==> src/cnn_accel_pkg.sv <==
`default_nettype none

package cnn_accel_pkg;

  // lane geometry
  localparam int UNITS          = 4;
  localparam int WORD_WIDTH     = 8;

  // kernel length in pixel beats
  localparam int KERNEL_TAPS    = 3;
  localparam int TAP_BITS       = 2;  // holds 0 .. KERNEL_TAPS-1

  // arithmetic widths
  localparam int PROD_WIDTH     = 2 * WORD_WIDTH;
  localparam int ACC_WIDTH      = 20;  // room for the sum of KERNEL_TAPS products

  // requantization and leak
  localparam int QUANT_SHIFT    = 4;
  localparam int LEAK_SHIFT     = 3;

  // flattened buses
  localparam int LANE_BUS_WIDTH = UNITS * WORD_WIDTH;
  localparam int ACC_BUS_WIDTH  = UNITS * ACC_WIDTH;

endpackage

`default_nettype wire

==> src/input_pipe.sv <==
`timescale 1ns/10ps
`default_nettype none

module input_pipe (
  input  wire                                           aclk,
  input  wire                                           rst_n,
  input  wire                                           s_weights_valid,
  output logic                                          s_weights_ready,
  input  wire signed [cnn_accel_pkg::WORD_WIDTH-1:0]    s_weights_data,
  input  wire                                           s_weights_last,
  input  wire                                           s_pixels_valid,
  output logic                                          s_pixels_ready,
  input  wire        [cnn_accel_pkg::LANE_BUS_WIDTH-1:0] s_pixels_data,
  input  wire                                           s_pixels_last,
  output logic                                          tap_valid,
  input  wire                                           tap_ready,
  output logic       [cnn_accel_pkg::LANE_BUS_WIDTH-1:0] tap_pixels,
  output logic signed [cnn_accel_pkg::WORD_WIDTH-1:0]   tap_weight,
  output logic                                          tap_first,
  output logic                                          tap_last,
  output logic                                          tap_frame_last
);

  import cnn_accel_pkg::*;

  localparam logic [TAP_BITS-1:0] LAST_TAP = TAP_BITS'(KERNEL_TAPS - 1);

  logic signed [WORD_WIDTH-1:0] w_mem [KERNEL_TAPS];
  logic [TAP_BITS-1:0]          w_fill;
  logic                         set_loaded;  // weights locked until frame end
  logic [TAP_BITS-1:0]          tap_cnt;
  logic                         w_accept;
  logic                         pix_accept;

  assign s_weights_ready = !set_loaded;
  assign s_pixels_ready  = set_loaded && (!tap_valid || tap_ready);

  assign w_accept   = s_weights_valid && s_weights_ready;
  assign pix_accept = s_pixels_valid && s_pixels_ready;

  // weight storage
  always_ff @(posedge aclk) begin
    if (w_accept) w_mem[w_fill] <= s_weights_data;
  end

  always_ff @(posedge aclk) begin
    if (!rst_n) begin
      w_fill     <= '0;
      set_loaded <= 1'b0;
    end else if (w_accept) begin
      if (w_fill == LAST_TAP) begin
        w_fill     <= '0;
        set_loaded <= 1'b1;
      end else begin
        w_fill <= w_fill + 1'b1;
      end
    end else if (pix_accept && s_pixels_last) begin
      set_loaded <= 1'b0;  // release for the next set
    end
  end

  // tap position within the current group
  always_ff @(posedge aclk) begin
    if (!rst_n) begin
      tap_cnt <= '0;
    end else if (pix_accept) begin
      if (tap_cnt == LAST_TAP || s_pixels_last) tap_cnt <= '0;
      else                                      tap_cnt <= tap_cnt + 1'b1;
    end
  end

  always_ff @(posedge aclk) begin
    if (!rst_n)          tap_valid <= 1'b0;
    else if (pix_accept) tap_valid <= 1'b1;
    else if (tap_ready)  tap_valid <= 1'b0;
  end

  always_ff @(posedge aclk) begin
    if (pix_accept) begin
      tap_pixels     <= s_pixels_data;
      tap_weight     <= w_mem[tap_cnt];
      tap_first      <= (tap_cnt == '0);
      tap_last       <= (tap_cnt == LAST_TAP);
      tap_frame_last <= s_pixels_last;
    end
  end

  // frame end must close a tap group
  assert property (@(posedge aclk) disable iff (!rst_n)
    pix_accept && s_pixels_last |-> tap_cnt == LAST_TAP)
    else $error("pixel last outside final tap");

  assert property (@(posedge aclk) disable iff (!rst_n)
    w_accept |-> (s_weights_last == (w_fill == LAST_TAP)))
    else $error("weight last does not match set size");

endmodule

`default_nettype wire

==> src/conv_engine.sv <==
`timescale 1ns/10ps
`default_nettype none

module conv_engine (
  input  wire                                            aclk,
  input  wire                                            rst_n,
  input  wire                                            tap_valid,
  output logic                                           tap_ready,
  input  wire        [cnn_accel_pkg::LANE_BUS_WIDTH-1:0] tap_pixels,
  input  wire signed [cnn_accel_pkg::WORD_WIDTH-1:0]     tap_weight,
  input  wire                                            tap_first,
  input  wire                                            tap_last,
  input  wire                                            tap_frame_last,
  output logic                                           acc_valid,
  input  wire                                            acc_ready,
  output logic       [cnn_accel_pkg::ACC_BUS_WIDTH-1:0]  acc_data,
  output logic                                           acc_last
);

  import cnn_accel_pkg::*;

  // product stage
  logic signed [PROD_WIDTH-1:0] prod [UNITS];
  logic                         prod_valid;
  logic                         prod_first;
  logic                         prod_last;
  logic                         prod_frame_last;

  // accumulator stage
  logic signed [ACC_WIDTH-1:0]  acc_sum [UNITS];

  logic acc_load_ok;
  logic prod_take;
  logic tap_take;

  assign acc_load_ok = !acc_valid || acc_ready;  // finished sum not pending
  assign prod_take   = prod_valid && acc_load_ok;
  assign tap_ready   = !prod_valid || prod_take;
  assign tap_take    = tap_valid && tap_ready;

  always_ff @(posedge aclk) begin
    if (!rst_n)         prod_valid <= 1'b0;
    else if (tap_take)  prod_valid <= 1'b1;
    else if (prod_take) prod_valid <= 1'b0;
  end

  always_ff @(posedge aclk) begin
    if (tap_take) begin
      for (int u = 0; u < UNITS; u++) begin
        prod[u] <= $signed(tap_pixels[u*WORD_WIDTH +: WORD_WIDTH]) * tap_weight;
      end
      prod_first      <= tap_first;
      prod_last       <= tap_last;
      prod_frame_last <= tap_frame_last;
    end
  end

  // accumulate; only the closing tap makes the sum visible
  always_ff @(posedge aclk) begin
    if (prod_take) begin
      for (int u = 0; u < UNITS; u++) begin
        if (prod_first) acc_sum[u] <= ACC_WIDTH'(prod[u]);
        else            acc_sum[u] <= acc_sum[u] + ACC_WIDTH'(prod[u]);
      end
      acc_last <= prod_frame_last;
    end
  end

  always_ff @(posedge aclk) begin
    if (!rst_n) begin
      acc_valid <= 1'b0;
    end else if (prod_take) begin
      acc_valid <= prod_last;
    end else if (acc_ready) begin
      acc_valid <= 1'b0;
    end
  end

  for (genvar g = 0; g < UNITS; g++) begin : g_pack
    assign acc_data[g*ACC_WIDTH +: ACC_WIDTH] = acc_sum[g];
  end

  // frame end from the input pipe must sit on a closing tap
  assert property (@(posedge aclk) disable iff (!rst_n)
    tap_valid && tap_frame_last |-> tap_last)
    else $error("frame last on a tap beat without tap_last");

endmodule

`default_nettype wire

==> src/lrelu_engine.sv <==
`timescale 1ns/10ps
`default_nettype none

module lrelu_engine (
  input  wire                                       aclk,
  input  wire                                       rst_n,
  input  wire                                       acc_valid,
  output logic                                      acc_ready,
  input  wire  [cnn_accel_pkg::ACC_BUS_WIDTH-1:0]   acc_data,
  input  wire                                       acc_last,
  output logic                                      act_valid,
  input  wire                                       act_ready,
  output logic [cnn_accel_pkg::LANE_BUS_WIDTH-1:0]  act_data,
  output logic                                      act_last
);

  import cnn_accel_pkg::*;

  logic [LANE_BUS_WIDTH-1:0] act_next;
  logic                      acc_take;

  // requantize, leak negatives, saturate to one lane word
  function automatic logic [WORD_WIDTH-1:0] activate(input logic signed [ACC_WIDTH-1:0] a);
    logic signed [ACC_WIDTH-1:0]  q;
    logic signed [ACC_WIDTH-1:0]  l;
    logic [ACC_WIDTH-WORD_WIDTH:0] hi;
    q  = a >>> QUANT_SHIFT;
    l  = q[ACC_WIDTH-1] ? (q >>> LEAK_SHIFT) : q;
    hi = l[ACC_WIDTH-1:WORD_WIDTH-1];  // all equal when it fits
    if (&hi || ~|hi) begin
      return l[WORD_WIDTH-1:0];
    end
    return l[ACC_WIDTH-1] ? {1'b1, {(WORD_WIDTH-1){1'b0}}}
                          : {1'b0, {(WORD_WIDTH-1){1'b1}}};
  endfunction

  always_comb begin
    for (int u = 0; u < UNITS; u++) begin
      act_next[u*WORD_WIDTH +: WORD_WIDTH] = activate(acc_data[u*ACC_WIDTH +: ACC_WIDTH]);
    end
  end

  assign acc_ready = !act_valid || act_ready;
  assign acc_take  = acc_valid && acc_ready;

  always_ff @(posedge aclk) begin
    if (!rst_n)         act_valid <= 1'b0;
    else if (acc_take)  act_valid <= 1'b1;
    else if (act_ready) act_valid <= 1'b0;
  end

  always_ff @(posedge aclk) begin
    if (acc_take) begin
      act_data <= act_next;
      act_last <= acc_last;
    end
  end

  assert property (@(posedge aclk) disable iff (!rst_n)
    act_valid && !act_ready |=> act_valid && $stable(act_data) && $stable(act_last))
    else $error("activation beat changed under back-pressure");

endmodule

`default_nettype wire

==> src/maxpool_engine.sv <==
`timescale 1ns/10ps
`default_nettype none

module maxpool_engine (
  input  wire                                       aclk,
  input  wire                                       rst_n,
  input  wire                                       act_valid,
  output logic                                      act_ready,
  input  wire  [cnn_accel_pkg::LANE_BUS_WIDTH-1:0]  act_data,
  input  wire                                       act_last,
  output logic                                      m_valid,
  input  wire                                       m_ready,
  output logic [cnn_accel_pkg::LANE_BUS_WIDTH-1:0]  m_data,
  output logic                                      m_last
);

  import cnn_accel_pkg::*;

  logic                      phase;  // high while the first beat is held
  logic [LANE_BUS_WIDTH-1:0] held;
  logic [LANE_BUS_WIDTH-1:0] pool_next;
  logic                      act_take;

  // signed max per lane
  always_comb begin
    logic signed [WORD_WIDTH-1:0] a;
    logic signed [WORD_WIDTH-1:0] b;
    for (int u = 0; u < UNITS; u++) begin
      a = held[u*WORD_WIDTH +: WORD_WIDTH];
      b = act_data[u*WORD_WIDTH +: WORD_WIDTH];
      pool_next[u*WORD_WIDTH +: WORD_WIDTH] = (a > b) ? a : b;
    end
  end

  // first beat only fills the hold register
  assign act_ready = !phase || !m_valid || m_ready;
  assign act_take  = act_valid && act_ready;

  always_ff @(posedge aclk) begin
    if (!rst_n)        phase <= 1'b0;
    else if (act_take) phase <= !phase;
  end

  always_ff @(posedge aclk) begin
    if (act_take && !phase) held <= act_data;
  end

  always_ff @(posedge aclk) begin
    if (!rst_n) begin
      m_valid <= 1'b0;
    end else if (act_take && phase) begin
      m_valid <= 1'b1;
    end else if (m_ready) begin
      m_valid <= 1'b0;
    end
  end

  always_ff @(posedge aclk) begin
    if (act_take && phase) begin
      m_data <= pool_next;
      m_last <= act_last;  // second beat decides frame end
    end
  end

  assert property (@(posedge aclk) disable iff (!rst_n)
    act_take && act_last |-> phase)
    else $error("frame ended on the first beat of a pool pair");

endmodule

`default_nettype wire

==> src/cnn_accel_top.sv <==
`timescale 1ns/10ps
`default_nettype none

module cnn_accel_top (
  input  wire                                           aclk,
  input  wire                                           rst_n,
  input  wire                                           s_weights_valid,
  output wire                                           s_weights_ready,
  input  wire signed [cnn_accel_pkg::WORD_WIDTH-1:0]    s_weights_data,
  input  wire                                           s_weights_last,
  input  wire                                           s_pixels_valid,
  output wire                                           s_pixels_ready,
  input  wire        [cnn_accel_pkg::LANE_BUS_WIDTH-1:0] s_pixels_data,
  input  wire                                           s_pixels_last,
  output wire                                           m_valid,
  input  wire                                           m_ready,
  output wire        [cnn_accel_pkg::LANE_BUS_WIDTH-1:0] m_data,
  output wire                                           m_last
);

  import cnn_accel_pkg::*;

  // tap stream
  wire                          tap_valid;
  wire                          tap_ready;
  wire [LANE_BUS_WIDTH-1:0]     tap_pixels;
  wire signed [WORD_WIDTH-1:0]  tap_weight;
  wire                          tap_first;
  wire                          tap_last;
  wire                          tap_frame_last;

  // dot products
  wire                          acc_valid;
  wire                          acc_ready;
  wire [ACC_BUS_WIDTH-1:0]      acc_data;
  wire                          acc_last;

  // activations
  wire                          act_valid;
  wire                          act_ready;
  wire [LANE_BUS_WIDTH-1:0]     act_data;
  wire                          act_last;

  input_pipe in_pipe (
    .aclk            (aclk           ),
    .rst_n           (rst_n          ),
    .s_weights_valid (s_weights_valid),
    .s_weights_ready (s_weights_ready),
    .s_weights_data  (s_weights_data ),
    .s_weights_last  (s_weights_last ),
    .s_pixels_valid  (s_pixels_valid ),
    .s_pixels_ready  (s_pixels_ready ),
    .s_pixels_data   (s_pixels_data  ),
    .s_pixels_last   (s_pixels_last  ),
    .tap_valid       (tap_valid      ),
    .tap_ready       (tap_ready      ),
    .tap_pixels      (tap_pixels     ),
    .tap_weight      (tap_weight     ),
    .tap_first       (tap_first      ),
    .tap_last        (tap_last       ),
    .tap_frame_last  (tap_frame_last )
  );

  conv_engine conv (
    .aclk           (aclk          ),
    .rst_n          (rst_n         ),
    .tap_valid      (tap_valid     ),
    .tap_ready      (tap_ready     ),
    .tap_pixels     (tap_pixels    ),
    .tap_weight     (tap_weight    ),
    .tap_first      (tap_first     ),
    .tap_last       (tap_last      ),
    .tap_frame_last (tap_frame_last),
    .acc_valid      (acc_valid     ),
    .acc_ready      (acc_ready     ),
    .acc_data       (acc_data      ),  // lane 0 in the low bits
    .acc_last       (acc_last      )
  );

  lrelu_engine lrelu (
    .aclk      (aclk     ),
    .rst_n     (rst_n    ),
    .acc_valid (acc_valid),
    .acc_ready (acc_ready),
    .acc_data  (acc_data ),
    .acc_last  (acc_last ),
    .act_valid (act_valid),
    .act_ready (act_ready),
    .act_data  (act_data ),
    .act_last  (act_last )
  );

  maxpool_engine maxpool (
    .aclk      (aclk     ),
    .rst_n     (rst_n    ),
    .act_valid (act_valid),
    .act_ready (act_ready),
    .act_data  (act_data ),
    .act_last  (act_last ),
    .m_valid   (m_valid  ),
    .m_ready   (m_ready  ),
    .m_data    (m_data   ),
    .m_last    (m_last   )
  );

endmodule

`default_nettype wire

==> config.mk <==
export PLATFORM = sky130hd
export DESIGN_NAME = cnn_accel_top
export DESIGN_NICKNAME = d
export VERILOG_FILES = /design/src/cnn_accel_pkg.sv /design/src/input_pipe.sv /design/src/conv_engine.sv /design/src/lrelu_engine.sv /design/src/maxpool_engine.sv /design/src/cnn_accel_top.sv
export SDC_FILE = /design/constraint.sdc
export NUM_CORES = 1
export LEC_CHECK = 0
export BUFFER_PORTS_ARGS = -buffer_cell sky130_fd_sc_hd__buf_2
export CELL_PAD_IN_SITES_DETAIL_PLACEMENT = 0
export CELL_PAD_IN_SITES_GLOBAL_PLACEMENT = 1
export CORE_UTILIZATION = 45
export DETAILED_ROUTE_END_ITERATION = 7
export PLACE_DENSITY_LB_ADDON = 0.2
export SETUP_SLACK_MARGIN = 0.05
export SLEW_MARGIN = 20
export SYNTH_ARGS = -nofsm -noshare
export SYNTH_HDL_FRONTEND = slang
export SYNTH_SLANG_ARGS = --single-unit
==> constraint.sdc <==
create_clock -name aclk -period 5.9 [get_ports aclk]
set_input_delay 0.885 -clock aclk [delete_from_list [all_inputs] [get_ports aclk]]
set_output_delay 0.885 -clock aclk [all_outputs]
set_load 0.005 [all_outputs]
==> flow_summary.json <==
{
  "outcome": "finished, final reports clean",
  "syn_to_final_growth_pct": 9.93,
  "drtIter0Drc": 678,
  "dieArea_um2": 59700,
  "power_density_nw_per_um2": 191,
  "root_buffer": "clkbuf_16",
  "critPathCaptureType": "flip-flop",
  "clkLatencyLatePin_ps": 560,
  "start_kind": "flip-flop",
  "grt-ovfl-total": 0,
  "power_leakage_uw": 0.0124,
  "die_h_um": 244,
  "hold-worst-slack_ps": 428,
  "n_fill_cell": 5209,
  "min_period_over_period_pct": 89.3,
  "min_period_ps": 5270,
  "synth_area_um2": 26400,
  "dp.final_hpwl_um": 39600,
  "critPathRequiredTime_ps": 6190,
  "clk_path_buf_depth": 3,
  "async_flop_share_pct": 0,
  "cts_tree": "yes",
  "synthTopCellsByCount": "inv_1, edfxtp_1, nand2_1",
  "synth_top_area_share_pct": 35.6,
  "crit_fanout": 18,
  "place_congestion": 0.815,
  "rrSetupSlack_ps": 630,
  "r2r-end": "conv.prod[3][14]$_DFFE_PP_",
  "final_cell_area_um2": 29000,
  "synth_most_common_cell": "inv_1",
  "tightest_slew_ps": 1080,
  "ys_seq_area_share_pct": 36.4,
  "criticalPathCategory": "reg2reg",
  "syn_inst": 2483,
  "grt_max_degree": 63,
  "coreArea_um2": 57800,
  "hold_violations": 0,
  "die_width_um": 244,
  "setup_slack_ps": 634,
  "yosys_most_used_dff": "edfxtp_1",
  "dpl_cell_area_um2": 27800,
  "wl_per_cell_um": 15.4,
  "synth.area.top_cells": "edfxtp_1, fa_1, ha_1",
  "row_count": 88,
  "port_buffers": 81,
  "slew-limit-headroom_pct": 27.8,
  "drc": 0,
  "setup_tns_ps": 0,
  "drv_slew": 0,
  "dr.pass1.iters": 5,
  "arrival_ps": 5560,
  "ctsResizeCount": 0,
  "path_clk_slew_ps": 50,
  "cap_violations": 0,
  "start_util_pct": 45.7,
  "viasPerCell": 5.10,
  "grt_pass1_vias": 17300,
  "crit_start": "in_pipe.tap_weight[3]$_DFFE_PP_",
  "ant_nets": 0,
  "pre_cts_ws_ps": 637,
  "ctsHoldBuffers": 0,
  "synth.ff_latch_count": 324,
  "hp-class": "reg2reg",
  "irDropWorstVdd_v": 0.000227,
  "synth_fp_nets": 2980,
  "cts_buffers": 40,
  "cts_setup_buffers": 0,
  "max_freq_ghz": 0.190,
  "final_util_pct": 50.2,
  "yosysUniqueCellTypes": 77,
  "yosysWarnings": 0,
  "cts_sinks": 324,
  "multi_input_area_um2": 15100,
  "drive_above_1_share_pct": 9.10,
  "synth-edff-count": 313,
  "syn_avg_cell_area_um2": 10.6,
  "antenna_found_initial": 2,
  "timing.rr.start": "in_pipe.tap_weight[3]$_DFFE_PP_",
  "setup_viol": 0,
  "nets": 3069,
  "vias": 17200,
  "cts_htree_levels": 2,
  "finClkSkew_ps": 17.0,
  "synth_area_leader_cell": "edfxtp_1",
  "r2r_cells": 17,
  "num_io_pins": 83,
  "endpoint": "conv.prod[3][14]$_DFFE_PP_",
  "grt_pass1_wl_um": 87700,
  "rsz0062_at_grt": "no",
  "regArea_um2": 9620,
  "grt_usage_pct": 17.9,
  "wl_um": 52000
}
==> how the worst min path moves through the flow <==
| stage | depth (start not counted) | slack, ps | startpoint | endpoint |
|---|---|---|---|---|
| 2_1_floorplan | 0 | 400 | conv.prod_frame_last$_DFFE_PP_ | conv.acc_last$_DFFE_PP_ |
| 3_3_place_gp | 0 | 410 | in_pipe.tap_first$_DFFE_PP_ | conv.prod_first$_DFFE_PP_ |
| 3_5_place_dp | 0 | 420 | lrelu.act_last$_DFFE_PP_ | maxpool.m_last$_DFFE_PP_ |
| 4_1_cts | 0 | 430 | lrelu.act_last$_DFFE_PP_ | maxpool.m_last$_DFFE_PP_ |
| 5_1_grt | 0 | 440 | in_pipe.tap_last$_DFFE_PP_ | conv.prod_last$_DFFE_PP_ |
| 6_report | 0 | 430 | lrelu.act_last$_DFFE_PP_ | maxpool.m_last$_DFFE_PP_ |
==> critical path, cell delays in order, from the launching register on <==
cell and delay (ps):
edfxtp_1 750, buf_4 330, and2_1 150, fa_1 500, inv_1 60, fa_1 540
inv_1 50, fa_1 470, inv_1 50, fa_1 470, inv_1 40, ha_1 350
o21ai_0 150, a21boi_0 260, o21ai_0 150, a211oi_1 420, or4_1 180, nand4b_1 90
==> metrics by stage <==
step           cells  power (uW)
6_report        3370        5540
3_3_place_gp    3294        3220
2_1_floorplan   2483        3080
3_5_place_dp    3294        3230
5_1_grt         3368        5800
4_1_cts         3367        5630
==> cells in the final DEF, fill, tap and decap left out, types with 7 or more instances in the layout <==
cell,n
inv_1,384
o21ai_0,102
mux2i_1,11
o31ai_1,12
nand3_1,19
a21oi_1,106
xnor2_1,80
buf_4,23
or4_1,7
ha_1,226
edfxtp_1,313
dfxtp_1,11
buf_2,81
xor2_1,28
o21ai_1,19
nor4_1,10
nand2b_1,24
o21a_1,27
fa_1,224
a31oi_1,14
mux2_2,36
nor3_1,17
clkbuf_16,40
and2_1,162
a21boi_0,8
a21o_1,45
a211oi_1,17
nand4_1,17
nor2b_1,81
and3_1,16
nor2_1,70
nand2_1,231
clkbuf_1,13
==> final cells by class <==
| type | count | area share [%] |
|---|---|---|
| multi-input combinational | 1715 | 52.1 |
| tap | 765 | 3.30 |
| clock inverter | 17 | 0.547 |
| timing repair buffer | 106 | 2.13 |
| sequential | 324 | 33.1 |
| inverter | 385 | 4.98 |
| antenna | 2 | 0.0172 |
| clock buffer | 56 | 3.76 |
==> sequential cells by signal, indices dropped and copies added, names as in the netlist, 2 cells and up <==
name                flops
maxpool.held           32
in_pipe.tap_cnt         2
in_pipe.w_mem          24
in_pipe.tap_weight      8
conv.prod              64
in_pipe.w_fill          2
in_pipe.tap_pixels     32
lrelu.act_data         32
conv.acc_sum           80
maxpool.m_data         32
==> cell families after synthesis <==
family                     Yosys count  share of synthesized area [%]
and+or+nand+nor                    689                           13.5
adders and majority gates          450                           27.7
buffers and inverters              444                           6.41
AOI/OAI and AO/OA                  421                           10.5
DFF                                324                           36.4
xor gates and xnor gates           108                           3.58
muxes                               47                           1.95
==> report_power, final <==
group	switching (uW)	total, uW	leakage (uW)	internal (uW)
logic	340	620	0.00888	279
registers	14.0	2560	0.00291	2550
clock network	973	2360	0.000607	1380
==> per-layer routing <==
layer,share of wire (%),up-vias,global-route usage (%)
li1,-,8602,-
met1,51,8289,26.6
met2,43,232,27.7
met3,4.1,62,2.81
met4,1.6,4,3.66
met5,0.056,-,0
No activity file was read; power rests on OpenSTA's default activity.
